==> config.mk <==
export PLATFORM = sky130hd
export DESIGN_NAME = dram_scheduler_top
export DESIGN_NICKNAME = d
export VERILOG_FILES = /design/src/design/dram_addr_pkg.sv /design/src/design/sched_pkg.sv /design/src/design/bank_load_counter.sv /design/src/design/command_generator.sv /design/src/design/dram_scheduler_top.sv /design/src/design/request_buffer.sv /design/src/design/schedule_memory.sv
export SDC_FILE = /design/constraint.sdc
export NUM_CORES = 2
export LEC_CHECK = 0
export BUFFER_PORTS_ARGS = -buffer_cell sky130_fd_sc_hd__buf_4
export CORE_UTILIZATION = 55
export DETAILED_ROUTE_END_ITERATION = 10
export GPL_TIMING_DRIVEN = 0
export PLACE_DENSITY = 0.75
export SLEW_MARGIN = 20
export SYNTH_ARGS = -nofsm -noshare
export SYNTH_HDL_FRONTEND = slang
export SYNTH_SLANG_ARGS = --single-unit
==> constraint.sdc <==
create_clock -name clk -period 10.4 [get_ports clk]
set_input_delay 0.52 -clock clk [delete_from_list [all_inputs] [get_ports clk]]
set_output_delay 0.52 -clock clk [all_outputs]
set_load 0.1 [all_outputs]
==> src/design/dram_addr_pkg.sv <==
// ======================================
// DRAM address fields, flat bank id and
// command encoding shared by all stages.
// Import with dram_addr_pkg::* where used
// ======================================
`default_nettype none

package dram_addr_pkg;

    typedef logic [1:0]  bank_group_t;
    typedef logic [1:0]  bank_t;
    typedef logic [13:0] row_t;
    typedef logic [9:0]  column_t;

    // Flat bank number, bank group in the upper bits
    typedef logic [3:0]  bank_id_t;

    localparam int NUM_BANKS = 16;

    typedef enum logic [1:0] {
        CMD_NOP,
        CMD_ACT,
        CMD_RD,
        CMD_PRE
    } cmd_t;

    typedef struct packed {
        bank_group_t bank_group;
        bank_t       bank;
        row_t        row;
        column_t     column;
    } dram_req_t;

    function automatic bank_id_t to_bank_id(input dram_req_t r);
        return {r.bank_group, r.bank};
    endfunction

endpackage

`default_nettype wire

==> src/design/sched_pkg.sv <==
// ======================================
// Scheduler-side ids, slot numbers and
// the schedule entry layout
// ======================================
`default_nettype none

package sched_pkg;

    import dram_addr_pkg::*;

    // Request index and request count
    typedef logic [7:0]           req_id_t;
    typedef logic [7:0]           slot_t;
    typedef logic [NUM_BANKS-1:0] bank_mask_t;

    // PRE and ACT carry the request that caused them
    typedef struct packed {
        cmd_t      cmd;
        dram_req_t req;
        req_id_t   id;
    } sched_entry_t;

    typedef enum logic [1:0] {
        PH_IDLE,
        PH_LOAD,
        PH_GEN,
        PH_DONE
    } sched_phase_t;

endpackage

`default_nettype wire

==> src/design/bank_load_counter.sv <==
// ======================================
// Bank load counter, stage two. Counts
// requests per bank, then picks the bank
// with the most load as critical bank
// ======================================
`timescale 1ns/1ps
`default_nettype none

module bank_load_counter
    import dram_addr_pkg::*;
    import sched_pkg::*;
#(
    parameter int MAX_REQUESTS = 16
) (
    input  logic       clk,
    input  logic       rst_n,
    input  logic       load,
    input  req_id_t    count,
    output req_id_t    rd_idx,
    input  dram_req_t  rd_req,
    output logic       load_done,
    output bank_id_t   critical_bank,
    output bank_mask_t bank_mask
);

    localparam int CNT_W = $clog2(MAX_REQUESTS + 1);

    typedef enum logic [1:0] {
        LC_IDLE,
        LC_COUNT,
        LC_SCAN,
        LC_DONE
    } lc_state_t;

    lc_state_t        state;
    logic [CNT_W-1:0] bank_cnt [NUM_BANKS];
    logic [CNT_W-1:0] best_cnt;
    bank_id_t         scan_bank;
    bank_id_t         req_bank;

    assign req_bank  = to_bank_id(rd_req);
    assign load_done = (state == LC_DONE);

    always_ff @(posedge clk or negedge rst_n) begin
        if (!rst_n) begin
            state         <= LC_IDLE;
            rd_idx        <= '0;
            best_cnt      <= '0;
            scan_bank     <= '0;
            critical_bank <= '0;
            bank_mask     <= '0;
            for (int b = 0; b < NUM_BANKS; b++) begin
                bank_cnt[b] <= '0;
            end
        end else begin
            case (state)
                LC_IDLE: begin
                    if (load) begin
                        rd_idx        <= '0;
                        best_cnt      <= '0;
                        scan_bank     <= '0;
                        critical_bank <= '0;
                        bank_mask     <= '0;
                        for (int b = 0; b < NUM_BANKS; b++) begin
                            bank_cnt[b] <= '0;
                        end
                        state <= LC_COUNT;
                    end
                end
                // ======================================
                // One buffer entry per cycle
                // ======================================
                LC_COUNT: begin
                    if (rd_idx < count) begin
                        bank_cnt[req_bank] <= bank_cnt[req_bank] + 1'b1;
                    end
                    if (int'(rd_idx) + 1 >= int'(count)) begin
                        state <= LC_SCAN;
                    end else begin
                        rd_idx <= rd_idx + 1'b1;
                    end
                end
                // ======================================
                // One bank per cycle, strict maximum
                // ======================================
                LC_SCAN: begin
                    // Ties keep the earlier, lower bank id
                    if (bank_cnt[scan_bank] > best_cnt) begin
                        best_cnt      <= bank_cnt[scan_bank];
                        critical_bank <= scan_bank;
                    end
                    bank_mask[scan_bank] <= (bank_cnt[scan_bank] != '0);
                    if (scan_bank == bank_id_t'(NUM_BANKS - 1)) begin
                        state <= LC_DONE;
                    end else begin
                        scan_bank <= scan_bank + 1'b1;
                    end
                end
                default: begin
                    state <= LC_IDLE;
                end
            endcase
        end
    end

endmodule

`default_nettype wire

==> src/design/command_generator.sv <==
// ======================================
// Command generator, stage three. Walks
// banks critical first, groups requests
// by row and emits PRE, ACT and RD
// ======================================
`timescale 1ns/1ps
`default_nettype none

module command_generator
    import dram_addr_pkg::*;
    import sched_pkg::*;
#(
    parameter int MAX_REQUESTS = 16
) (
    input  logic         clk,
    input  logic         rst_n,
    input  logic         start,
    input  req_id_t      count,
    input  bank_id_t     critical_bank,
    input  bank_mask_t   bank_mask,
    output req_id_t      rd_idx,
    input  dram_req_t    rd_req,
    output logic         wr_en,
    output sched_entry_t wr_entry,
    output slot_t        length,
    output logic         gen_done
);

    localparam int IDX_W = (MAX_REQUESTS > 1) ? $clog2(MAX_REQUESTS) : 1;
    localparam int PTR_W = $clog2(NUM_BANKS) + 1;

    typedef enum logic [2:0] {
        G_IDLE,
        G_FIND,
        G_PRE,
        G_ACT,
        G_RD,
        G_NEXT,
        G_DONE
    } gen_state_t;

    gen_state_t              state;
    logic [MAX_REQUESTS-1:0] req_done;
    logic [NUM_BANKS-1:0]    open_valid;
    row_t                    open_row [NUM_BANKS];
    bank_id_t                cur_bank;
    logic [PTR_W-1:0]        bank_ptr;
    dram_req_t               grp_req;
    req_id_t                 grp_id;
    dram_req_t               pre_req;
    logic                    bank_hit;
    logic                    row_hit;
    logic                    last_idx;

    // Unscheduled request to the current bank
    assign bank_hit = (rd_idx < count) && !req_done[rd_idx[IDX_W-1:0]]
                      && (to_bank_id(rd_req) == cur_bank);
    assign row_hit  = bank_hit && (rd_req.row == grp_req.row);
    assign last_idx = (int'(rd_idx) + 1 >= int'(count));
    assign gen_done = (state == G_DONE);

    // PRE names the row it closes
    always_comb begin
        pre_req     = grp_req;
        pre_req.row = open_row[cur_bank];
    end

    always_comb begin
        wr_en    = 1'b0;
        wr_entry = '0;
        case (state)
            G_PRE: begin
                wr_en        = 1'b1;
                wr_entry.cmd = CMD_PRE;
                wr_entry.req = pre_req;
                wr_entry.id  = grp_id;
            end
            G_ACT: begin
                wr_en        = 1'b1;
                wr_entry.cmd = CMD_ACT;
                wr_entry.req = grp_req;
                wr_entry.id  = grp_id;
            end
            G_RD: begin
                wr_en        = row_hit;
                wr_entry.cmd = CMD_RD;
                wr_entry.req = rd_req;
                wr_entry.id  = rd_idx;
            end
            default: begin
                wr_en = 1'b0;
            end
        endcase
    end

    always_ff @(posedge clk or negedge rst_n) begin
        if (!rst_n) begin
            state      <= G_IDLE;
            req_done   <= '0;
            open_valid <= '0;
            cur_bank   <= '0;
            bank_ptr   <= '0;
            rd_idx     <= '0;
            grp_id     <= '0;
            length     <= '0;
        end else begin
            if (wr_en) begin
                length <= length + 1'b1;
            end
            case (state)
                G_IDLE: begin
                    if (start) begin
                        req_done   <= '0;
                        open_valid <= '0;
                        length     <= '0;
                        rd_idx     <= '0;
                        bank_ptr   <= '0;
                        cur_bank   <= critical_bank;
                        // Empty critical bank means an empty batch
                        state <= bank_mask[critical_bank] ? G_FIND : G_DONE;
                    end
                end
                // ======================================
                // Earliest unscheduled request in bank
                // ======================================
                G_FIND: begin
                    if (bank_hit) begin
                        grp_id <= rd_idx;
                        if (open_valid[cur_bank] && open_row[cur_bank] != rd_req.row) begin
                            state <= G_PRE;
                        end else begin
                            state <= G_ACT;
                        end
                    end else if (last_idx) begin
                        state <= G_NEXT;
                    end else begin
                        rd_idx <= rd_idx + 1'b1;
                    end
                end
                G_PRE: begin
                    open_valid[cur_bank] <= 1'b0;
                    state                <= G_ACT;
                end
                G_ACT: begin
                    open_valid[cur_bank] <= 1'b1;
                    state                <= G_RD;
                end
                // One RD per matching request, arrival order
                G_RD: begin
                    if (row_hit) begin
                        req_done[rd_idx[IDX_W-1:0]] <= 1'b1;
                    end
                    if (last_idx) begin
                        // Nothing earlier in this bank is left
                        rd_idx <= grp_id;
                        state  <= G_FIND;
                    end else begin
                        rd_idx <= rd_idx + 1'b1;
                    end
                end
                // ======================================
                // Remaining banks in ascending id
                // ======================================
                G_NEXT: begin
                    rd_idx <= '0;
                    if (bank_ptr == PTR_W'(NUM_BANKS)) begin
                        state <= G_DONE;
                    end else begin
                        bank_ptr <= bank_ptr + 1'b1;
                        if (bank_mask[bank_ptr[PTR_W-2:0]]
                            && bank_ptr[PTR_W-2:0] != critical_bank) begin
                            cur_bank <= bank_ptr[PTR_W-2:0];
                            state    <= G_FIND;
                        end
                    end
                end
                default: begin
                    state <= G_IDLE;
                end
            endcase
        end
    end

    // Row group head and open-row table
    always_ff @(posedge clk) begin
        if (state == G_FIND && bank_hit) begin
            grp_req <= rd_req;
        end
        if (state == G_ACT) begin
            open_row[cur_bank] <= grp_req.row;
        end
    end

endmodule

`default_nettype wire

==> src/design/dram_scheduler_top.sv <==
// ======================================
// DRAM read scheduler top. Phase control
// and wiring of buffer, load counter,
// command generator and schedule memory
// ======================================
`timescale 1ns/1ps
`default_nettype none

module dram_scheduler_top
    import dram_addr_pkg::*;
    import sched_pkg::*;
#(
    parameter int MAX_REQUESTS = 16,
    parameter int SCHED_SLOTS  = 48
) (
    input  logic         clk,
    input  logic         rst_n,
    input  logic         req_valid,
    input  dram_req_t    req,
    output logic         req_ready,
    input  logic         schedule_start,
    output logic         schedule_busy,
    output logic         schedule_done,
    input  logic         sched_rd_en,
    input  slot_t        sched_rd_slot,
    output sched_entry_t sched_entry,
    output slot_t        sched_length,
    output req_id_t      num_requests,
    output bank_id_t     critical_bank
);

    sched_phase_t phase;
    logic         accept_en;
    logic         start_pulse;
    logic         buf_clear;
    logic         load_done;
    logic         gen_done;
    req_id_t      load_idx;
    req_id_t      gen_idx;
    dram_req_t    load_req;
    dram_req_t    gen_req;
    bank_mask_t   bank_mask;
    logic         wr_en;
    sched_entry_t wr_entry;

    // ======================================
    // Phase control
    // ======================================
    assign accept_en     = (phase == PH_IDLE);
    assign start_pulse   = schedule_start && accept_en;
    assign buf_clear     = (phase == PH_DONE);
    assign schedule_busy = (phase == PH_LOAD) || (phase == PH_GEN);
    assign schedule_done = (phase == PH_DONE);

    always_ff @(posedge clk or negedge rst_n) begin
        if (!rst_n) begin
            phase <= PH_IDLE;
        end else begin
            case (phase)
                PH_IDLE: if (start_pulse) phase <= PH_LOAD;
                PH_LOAD: if (load_done)   phase <= PH_GEN;
                PH_GEN:  if (gen_done)    phase <= PH_DONE;
                default: phase <= PH_IDLE;
            endcase
        end
    end

    // ======================================
    // Pipeline stages
    // ======================================
    request_buffer #(
        .MAX_REQUESTS (MAX_REQUESTS)
    ) u_request_buffer (
        .clk       (clk),
        .rst_n     (rst_n),
        .req_valid (req_valid),
        .req       (req),
        .req_ready (req_ready),
        .accept_en (accept_en),
        .clear     (buf_clear),
        .count     (num_requests),
        .load_idx  (load_idx),
        .load_req  (load_req),
        .gen_idx   (gen_idx),
        .gen_req   (gen_req)
    );

    bank_load_counter #(
        .MAX_REQUESTS (MAX_REQUESTS)
    ) u_bank_load_counter (
        .clk           (clk),
        .rst_n         (rst_n),
        .load          (start_pulse),
        .count         (num_requests),
        .rd_idx        (load_idx),
        .rd_req        (load_req),
        .load_done     (load_done),
        .critical_bank (critical_bank),
        .bank_mask     (bank_mask)
    );

    command_generator #(
        .MAX_REQUESTS (MAX_REQUESTS)
    ) u_command_generator (
        .clk           (clk),
        .rst_n         (rst_n),
        .start         (load_done),
        .count         (num_requests),
        .critical_bank (critical_bank),
        .bank_mask     (bank_mask),
        .rd_idx        (gen_idx),
        .rd_req        (gen_req),
        .wr_en         (wr_en),
        .wr_entry      (wr_entry),
        .length        (sched_length),
        .gen_done      (gen_done)
    );

    // Slot of each write is the length before it
    schedule_memory #(
        .SCHED_SLOTS (SCHED_SLOTS)
    ) u_schedule_memory (
        .clk      (clk),
        .rst_n    (rst_n),
        .clear    (start_pulse),
        .wr_en    (wr_en),
        .wr_slot  (sched_length),
        .wr_entry (wr_entry),
        .rd_en    (sched_rd_en),
        .rd_slot  (sched_rd_slot),
        .rd_entry (sched_entry)
    );

endmodule

`default_nettype wire

==> src/design/request_buffer.sv <==
// ======================================
// Request buffer, stage one. Stores the
// batch in arrival order and serves the
// load counter and the generator
// ======================================
`timescale 1ns/1ps
`default_nettype none

module request_buffer
    import dram_addr_pkg::*;
    import sched_pkg::*;
#(
    parameter int MAX_REQUESTS = 16
) (
    input  logic      clk,
    input  logic      rst_n,
    input  logic      req_valid,
    input  dram_req_t req,
    output logic      req_ready,
    input  logic      accept_en,
    input  logic      clear,
    output req_id_t   count,
    input  req_id_t   load_idx,
    output dram_req_t load_req,
    input  req_id_t   gen_idx,
    output dram_req_t gen_req
);

    localparam int IDX_W = (MAX_REQUESTS > 1) ? $clog2(MAX_REQUESTS) : 1;

    dram_req_t mem [MAX_REQUESTS];
    logic      full;
    logic      push;

    assign full      = (count >= req_id_t'(MAX_REQUESTS));
    assign req_ready = accept_en && !full;
    assign push      = req_valid && req_ready;

    // Two independent read ports
    assign load_req = mem[load_idx[IDX_W-1:0]];
    assign gen_req  = mem[gen_idx[IDX_W-1:0]];

    // Count doubles as the write pointer
    always_ff @(posedge clk or negedge rst_n) begin
        if (!rst_n) begin
            count <= '0;
        end else if (clear) begin
            count <= '0;
        end else if (push) begin
            count <= count + 1'b1;
        end
    end

    always_ff @(posedge clk) begin
        if (push) begin
            mem[count[IDX_W-1:0]] <= req;
        end
    end

endmodule

`default_nettype wire

==> src/design/schedule_memory.sv <==
// ======================================
// Schedule memory, stage four. One entry
// per slot, registered readback by slot
// ======================================
`timescale 1ns/1ps
`default_nettype none

module schedule_memory
    import sched_pkg::*;
#(
    parameter int SCHED_SLOTS = 48
) (
    input  logic         clk,
    input  logic         rst_n,
    input  logic         clear,
    input  logic         wr_en,
    input  slot_t        wr_slot,
    input  sched_entry_t wr_entry,
    input  logic         rd_en,
    input  slot_t        rd_slot,
    output sched_entry_t rd_entry
);

    localparam int SLOT_W = (SCHED_SLOTS > 1) ? $clog2(SCHED_SLOTS) : 1;

    sched_entry_t mem [SCHED_SLOTS];
    logic         wr_ok;
    logic         rd_ok;

    assign wr_ok = wr_en && (int'(wr_slot) < SCHED_SLOTS);
    assign rd_ok = (int'(rd_slot) < SCHED_SLOTS);

    always_ff @(posedge clk) begin
        if (clear) begin
            for (int i = 0; i < SCHED_SLOTS; i++) begin
                mem[i] <= '0;
            end
        end else if (wr_ok) begin
            mem[wr_slot[SLOT_W-1:0]] <= wr_entry;
        end
    end

    // Slots past the end read as NOP
    always_ff @(posedge clk or negedge rst_n) begin
        if (!rst_n) begin
            rd_entry <= '0;
        end else if (rd_en) begin
            rd_entry <= rd_ok ? mem[rd_slot[SLOT_W-1:0]] : '0;
        end
    end

endmodule

`default_nettype wire

==> results.yml <==
status:
  status: "complete, no violations"
die:
  row_count: 172
  initial_core_util: 0.553
  die_width_um: 472
  dieHeight_um: 472
  die-area_um2: 223000
  io_pins: 102
  fp.coreArea_um2: 220000
timing:
  hold_viol: 0
  skew_ns: 0.101
  rsz0062_at_grt: "no"
  maxSlewViolCount: 0
  tightest_slew_ns: 1.41
  slew_headroom: 0.0621
  setup_violations: 0
  post-route-min-period_ns: 7.93
  fin_ws_ns: 2.47
  min_period_over_period: 0.763
  max_freq_mhz: 126
cts:
  insertion_delay_ns: 0.99
  cts_buffers: 298
  cts_resized: 0
  cts_max_path_buffers: 4
  post_cts_buffers: 0
  htreeDepth: 5
  path_clk_slew_ns: 0.07
  cts_root_buf: "clkbuf_16"
  cts_tree: "done"
  ctsHoldBuffers: 31
  cts.sinks: 2759
drt:
  vias: 81500
  detail_route.first_pass.iterations: 10
  wl_met3_um: 68400
  drt-met1-wl_um: 136000
  maxUsedRoutingLayer: "met5"
  drt_iter0_markers: 14500
  antenna_left: 0
  dr_wl_met2_um: 192000
  via_per_inst: 7.05
  wire_per_inst_um: 37.2
  totalWireLength_um: 430000
  drcViolationCount: 0
final_layout:
  area_growth_pct: 15.3
  fillCellCount: 15200
  multiInputGateArea_um2: 37200
  final_util: 0.638
  drive_above_1_share: 0.226
  fin_nets: 8540
  seq_area_um2: 81700
power_and_ir_drop:
  finalPower_mw: 34.7
  combPwrFrac: 0.262
  seq_power_share: 0.426
  p_per_area_nw_per_um2: 248
  p_sw_frac: 0.321
  power_switching_mw: 11.1
  internal-power_mw: 23.6
  clkPwrFrac: 0.311
  peakVddDrop_v: 0.000304
  leakagePower_nw: 45.3
grt:
  grt_pass1_vias: 78900
  track_usage: 0.385
  antenna_found_initial: 24
  grt.overflow.total: 0
  grt_pass1_wl_um: 592000
  grt_max_degree: 86
critical_path:
  path_common_cell: "clkbuf_1"
  rrSetupSlack_ns: 2.47
  timing_worst_setup_path_type: "reg2reg"
  cp_num_buf_inv: 7
  cpPeakStageDelay_ns: 0.81
  setup.worst_path.end_class: "register"
  cp.arrival_ns: 8.60
  critPathTopFamily: "buffers and inverters"
  cp.required_ns: 11.06
  crit_path_cell_trace: "clkbuf_1, clkbuf_1, clkbuf_1, mux4_2, mux4_2, xnor2_1, nand4_1, nor4_2, nand4_2, nand2_2, nand4_2, clkbuf_1, o21ai_4, buf_8, buf_16, buf_16"
  critPathLaunchType: "register"
  cp_max_fo: 14
  critical_path.slowest_cell: "clkbuf_1"
logic_synthesis:
  yosysUniqueCellTypes: 63
  synth_edf_count: 2524
  ys.flop_type: "edfxtp_1"
  yosysMostFrequentCell: "edfxtp_1"
  syn_area_um2: 121000
  seq_area_frac_synth: 0.673
  synthesis.nets: 7940
  yosys-top-cells-area: "edfxtp_1 (62%), mux4_2 (15%), nor2_1 (5.3%), dfrtp_1 (4.8%), clkbuf_1 (1.5%)"
  synth_cells: 7836
  yosys_warnings: 0
  syn_area_per_cell_um2: 15.5
  ys_seq_elements: 2759
  yosysTopAreaCellShare: 0.624
  synth_largest_area_cell: "edfxtp_1"
  synth_async_sr_flop_share: 0.0852
  synthTopCellsByCount: "edfxtp_1 (2524), nor2_1 (1721), mux4_2 (835)"
placement:
  pre_cts_slack_ns: 3.09
  dp_hpwl_um: 303000
  io_buffers: 97
  gp_congestion: 1.05
flow_run:
  max_cap_viol_count: 0
min_path:
  holdCritPathClass: "in2async"
logic make-up (layout without fill, tap and decap cells):
group           count (synthesis)  count (layout)  synth area share
xor+xnor                       58              58           0.00418
flops                        2759            2759             0.673
buf+inv                       798            1618            0.0261
simple gates                 2641            2641            0.0903
fa+ha+maj                      63              63           0.00649
compound gates                495             495            0.0290
other cells                     0              24                 0
mux                          1022            1022             0.171
layer usage:
| metal | vias to the layer above | GRT usage |
|---|---|---|
| li1 | 31100 | - |
| met1 | 40900 | 0.463 |
| met2 | 7704 | 0.581 |
| met3 | 1783 | 0.156 |
| met4 | 28 | 0.236 |
| met5 | - | 0.0119 |
cell type report:
class | instances | area share
repair buffers | 300 | 0.0318
clock buffers | 377 | 0.0582
inverters | 134 | 0.00359
flip-flops and latches | 2759 | 0.583
well taps | 2871 | 0.0257
multi-input cells | 4279 | 0.266
clock inverters | 143 | 0.0111
diodes | 24 | 0.000429
plain buffers | 664 | 0.0199
power by group through the flow:
| stage | logic, mW | clock network [mW] | registers (mW) |
|---|---|---|---|
| detailed placement | 8.66 | 0 | 15.0 |
| floorplan | 4.73 | 0 | 15.0 |
| CTS | 8.76 | 10.7 | 14.8 |
| global route | 9.17 | 11.2 | 14.9 |
| global placement | 7.81 | 0 | 15.2 |
| finish | 9.11 | 10.8 | 14.8 |
per-stage QoR:
stage | cells | cell area (um2) | setup TNS, ns | hold slack (ns)
final | 11600 | 140000 | 0 | 0.00910
after global routing | 11500 | 140000 | 0 | 0.0373
after CTS | 11500 | 140000 | 0 | 0.000678
after detailed placement | 11000 | 130000 | 0 | 0.401
after global placement | 10800 | 126000 | -2000.21 | 0.475
after floorplan | 7836 | 121000 | 0 | 0.224
path summary, 6_finish.rpt:
path | start | endpoint | depth (start not counted)
worst min register to register | u_command_generator.req_done[12]$_DFFE_PN0P_ | u_command_generator.req_done[12]$_DFFE_PN0P_ | 2
worst max-delay path | u_command_generator.rd_idx[1]$_DFFE_PN0P_ | u_schedule_memory.mem[9][24]$_SDFFCE_PN0P_ | 16
worst max register to register | u_command_generator.rd_idx[1]$_DFFE_PN0P_ | u_schedule_memory.mem[9][24]$_SDFFCE_PN0P_ | 16
min in group clk | sched_rd_slot[6] | u_schedule_memory.rd_entry[13]$_DFFE_PN0P_ | 4
max in group asynchronous | rst_n | u_schedule_memory.rd_entry[17]$_DFFE_PN0P_ | 5
worst min-delay path | rst_n | u_bank_load_counter.bank_cnt[64]$_DFFE_PN0P_ | 2
state kept, by name, summed over array words and instances (netlist names), 16 cells and up:
name	flops
u_command_generator.grp_req	28
u_command_generator.req_done	16
u_schedule_memory.mem	1824
u_command_generator.open_row	224
u_bank_load_counter.bank_cnt	80
u_bank_load_counter.bank_mask	16
u_schedule_memory.rd_entry	38
u_command_generator.open_valid	16
u_request_buffer.mem	448
cell usage in the layout (no fill, tap or decap), types with 47 or more instances in the layout:
cell and n:
nand2b_1 47, ha_1 63, mux2i_1 110, clkbuf_1 478, nand3_1 63, a22o_1 48
buf_16 80, dfrtp_1 235, nor2_1 1693, o211a_1 48, buf_2 149, mux2_2 77
clkinv_1 65, buf_4 119, inv_1 105, nand2_1 400, clkbuf_16 309, nor3_1 235
clkbuf_2 55, edfxtp_1 2524, o21ai_0 87, mux4_2 835, a21oi_1 50
worst register-to-register path, stage by stage, from the launching register on:
cell and delay (ns):
dfrtp_1 0.44, clkbuf_1 0.46, clkbuf_1 0.81, clkbuf_1 0.59
mux4_2 0.47, mux4_2 0.64, xnor2_1 0.22, nand4_1 0.13
nor4_2 0.58, nand4_2 0.53, nand2_2 0.42, nand4_2 0.35
clkbuf_1 0.62, o21ai_4 0.69, buf_8 0.25, buf_16 0.20
buf_16 0.20
Note: power is estimated with default switching activity, not from simulation.
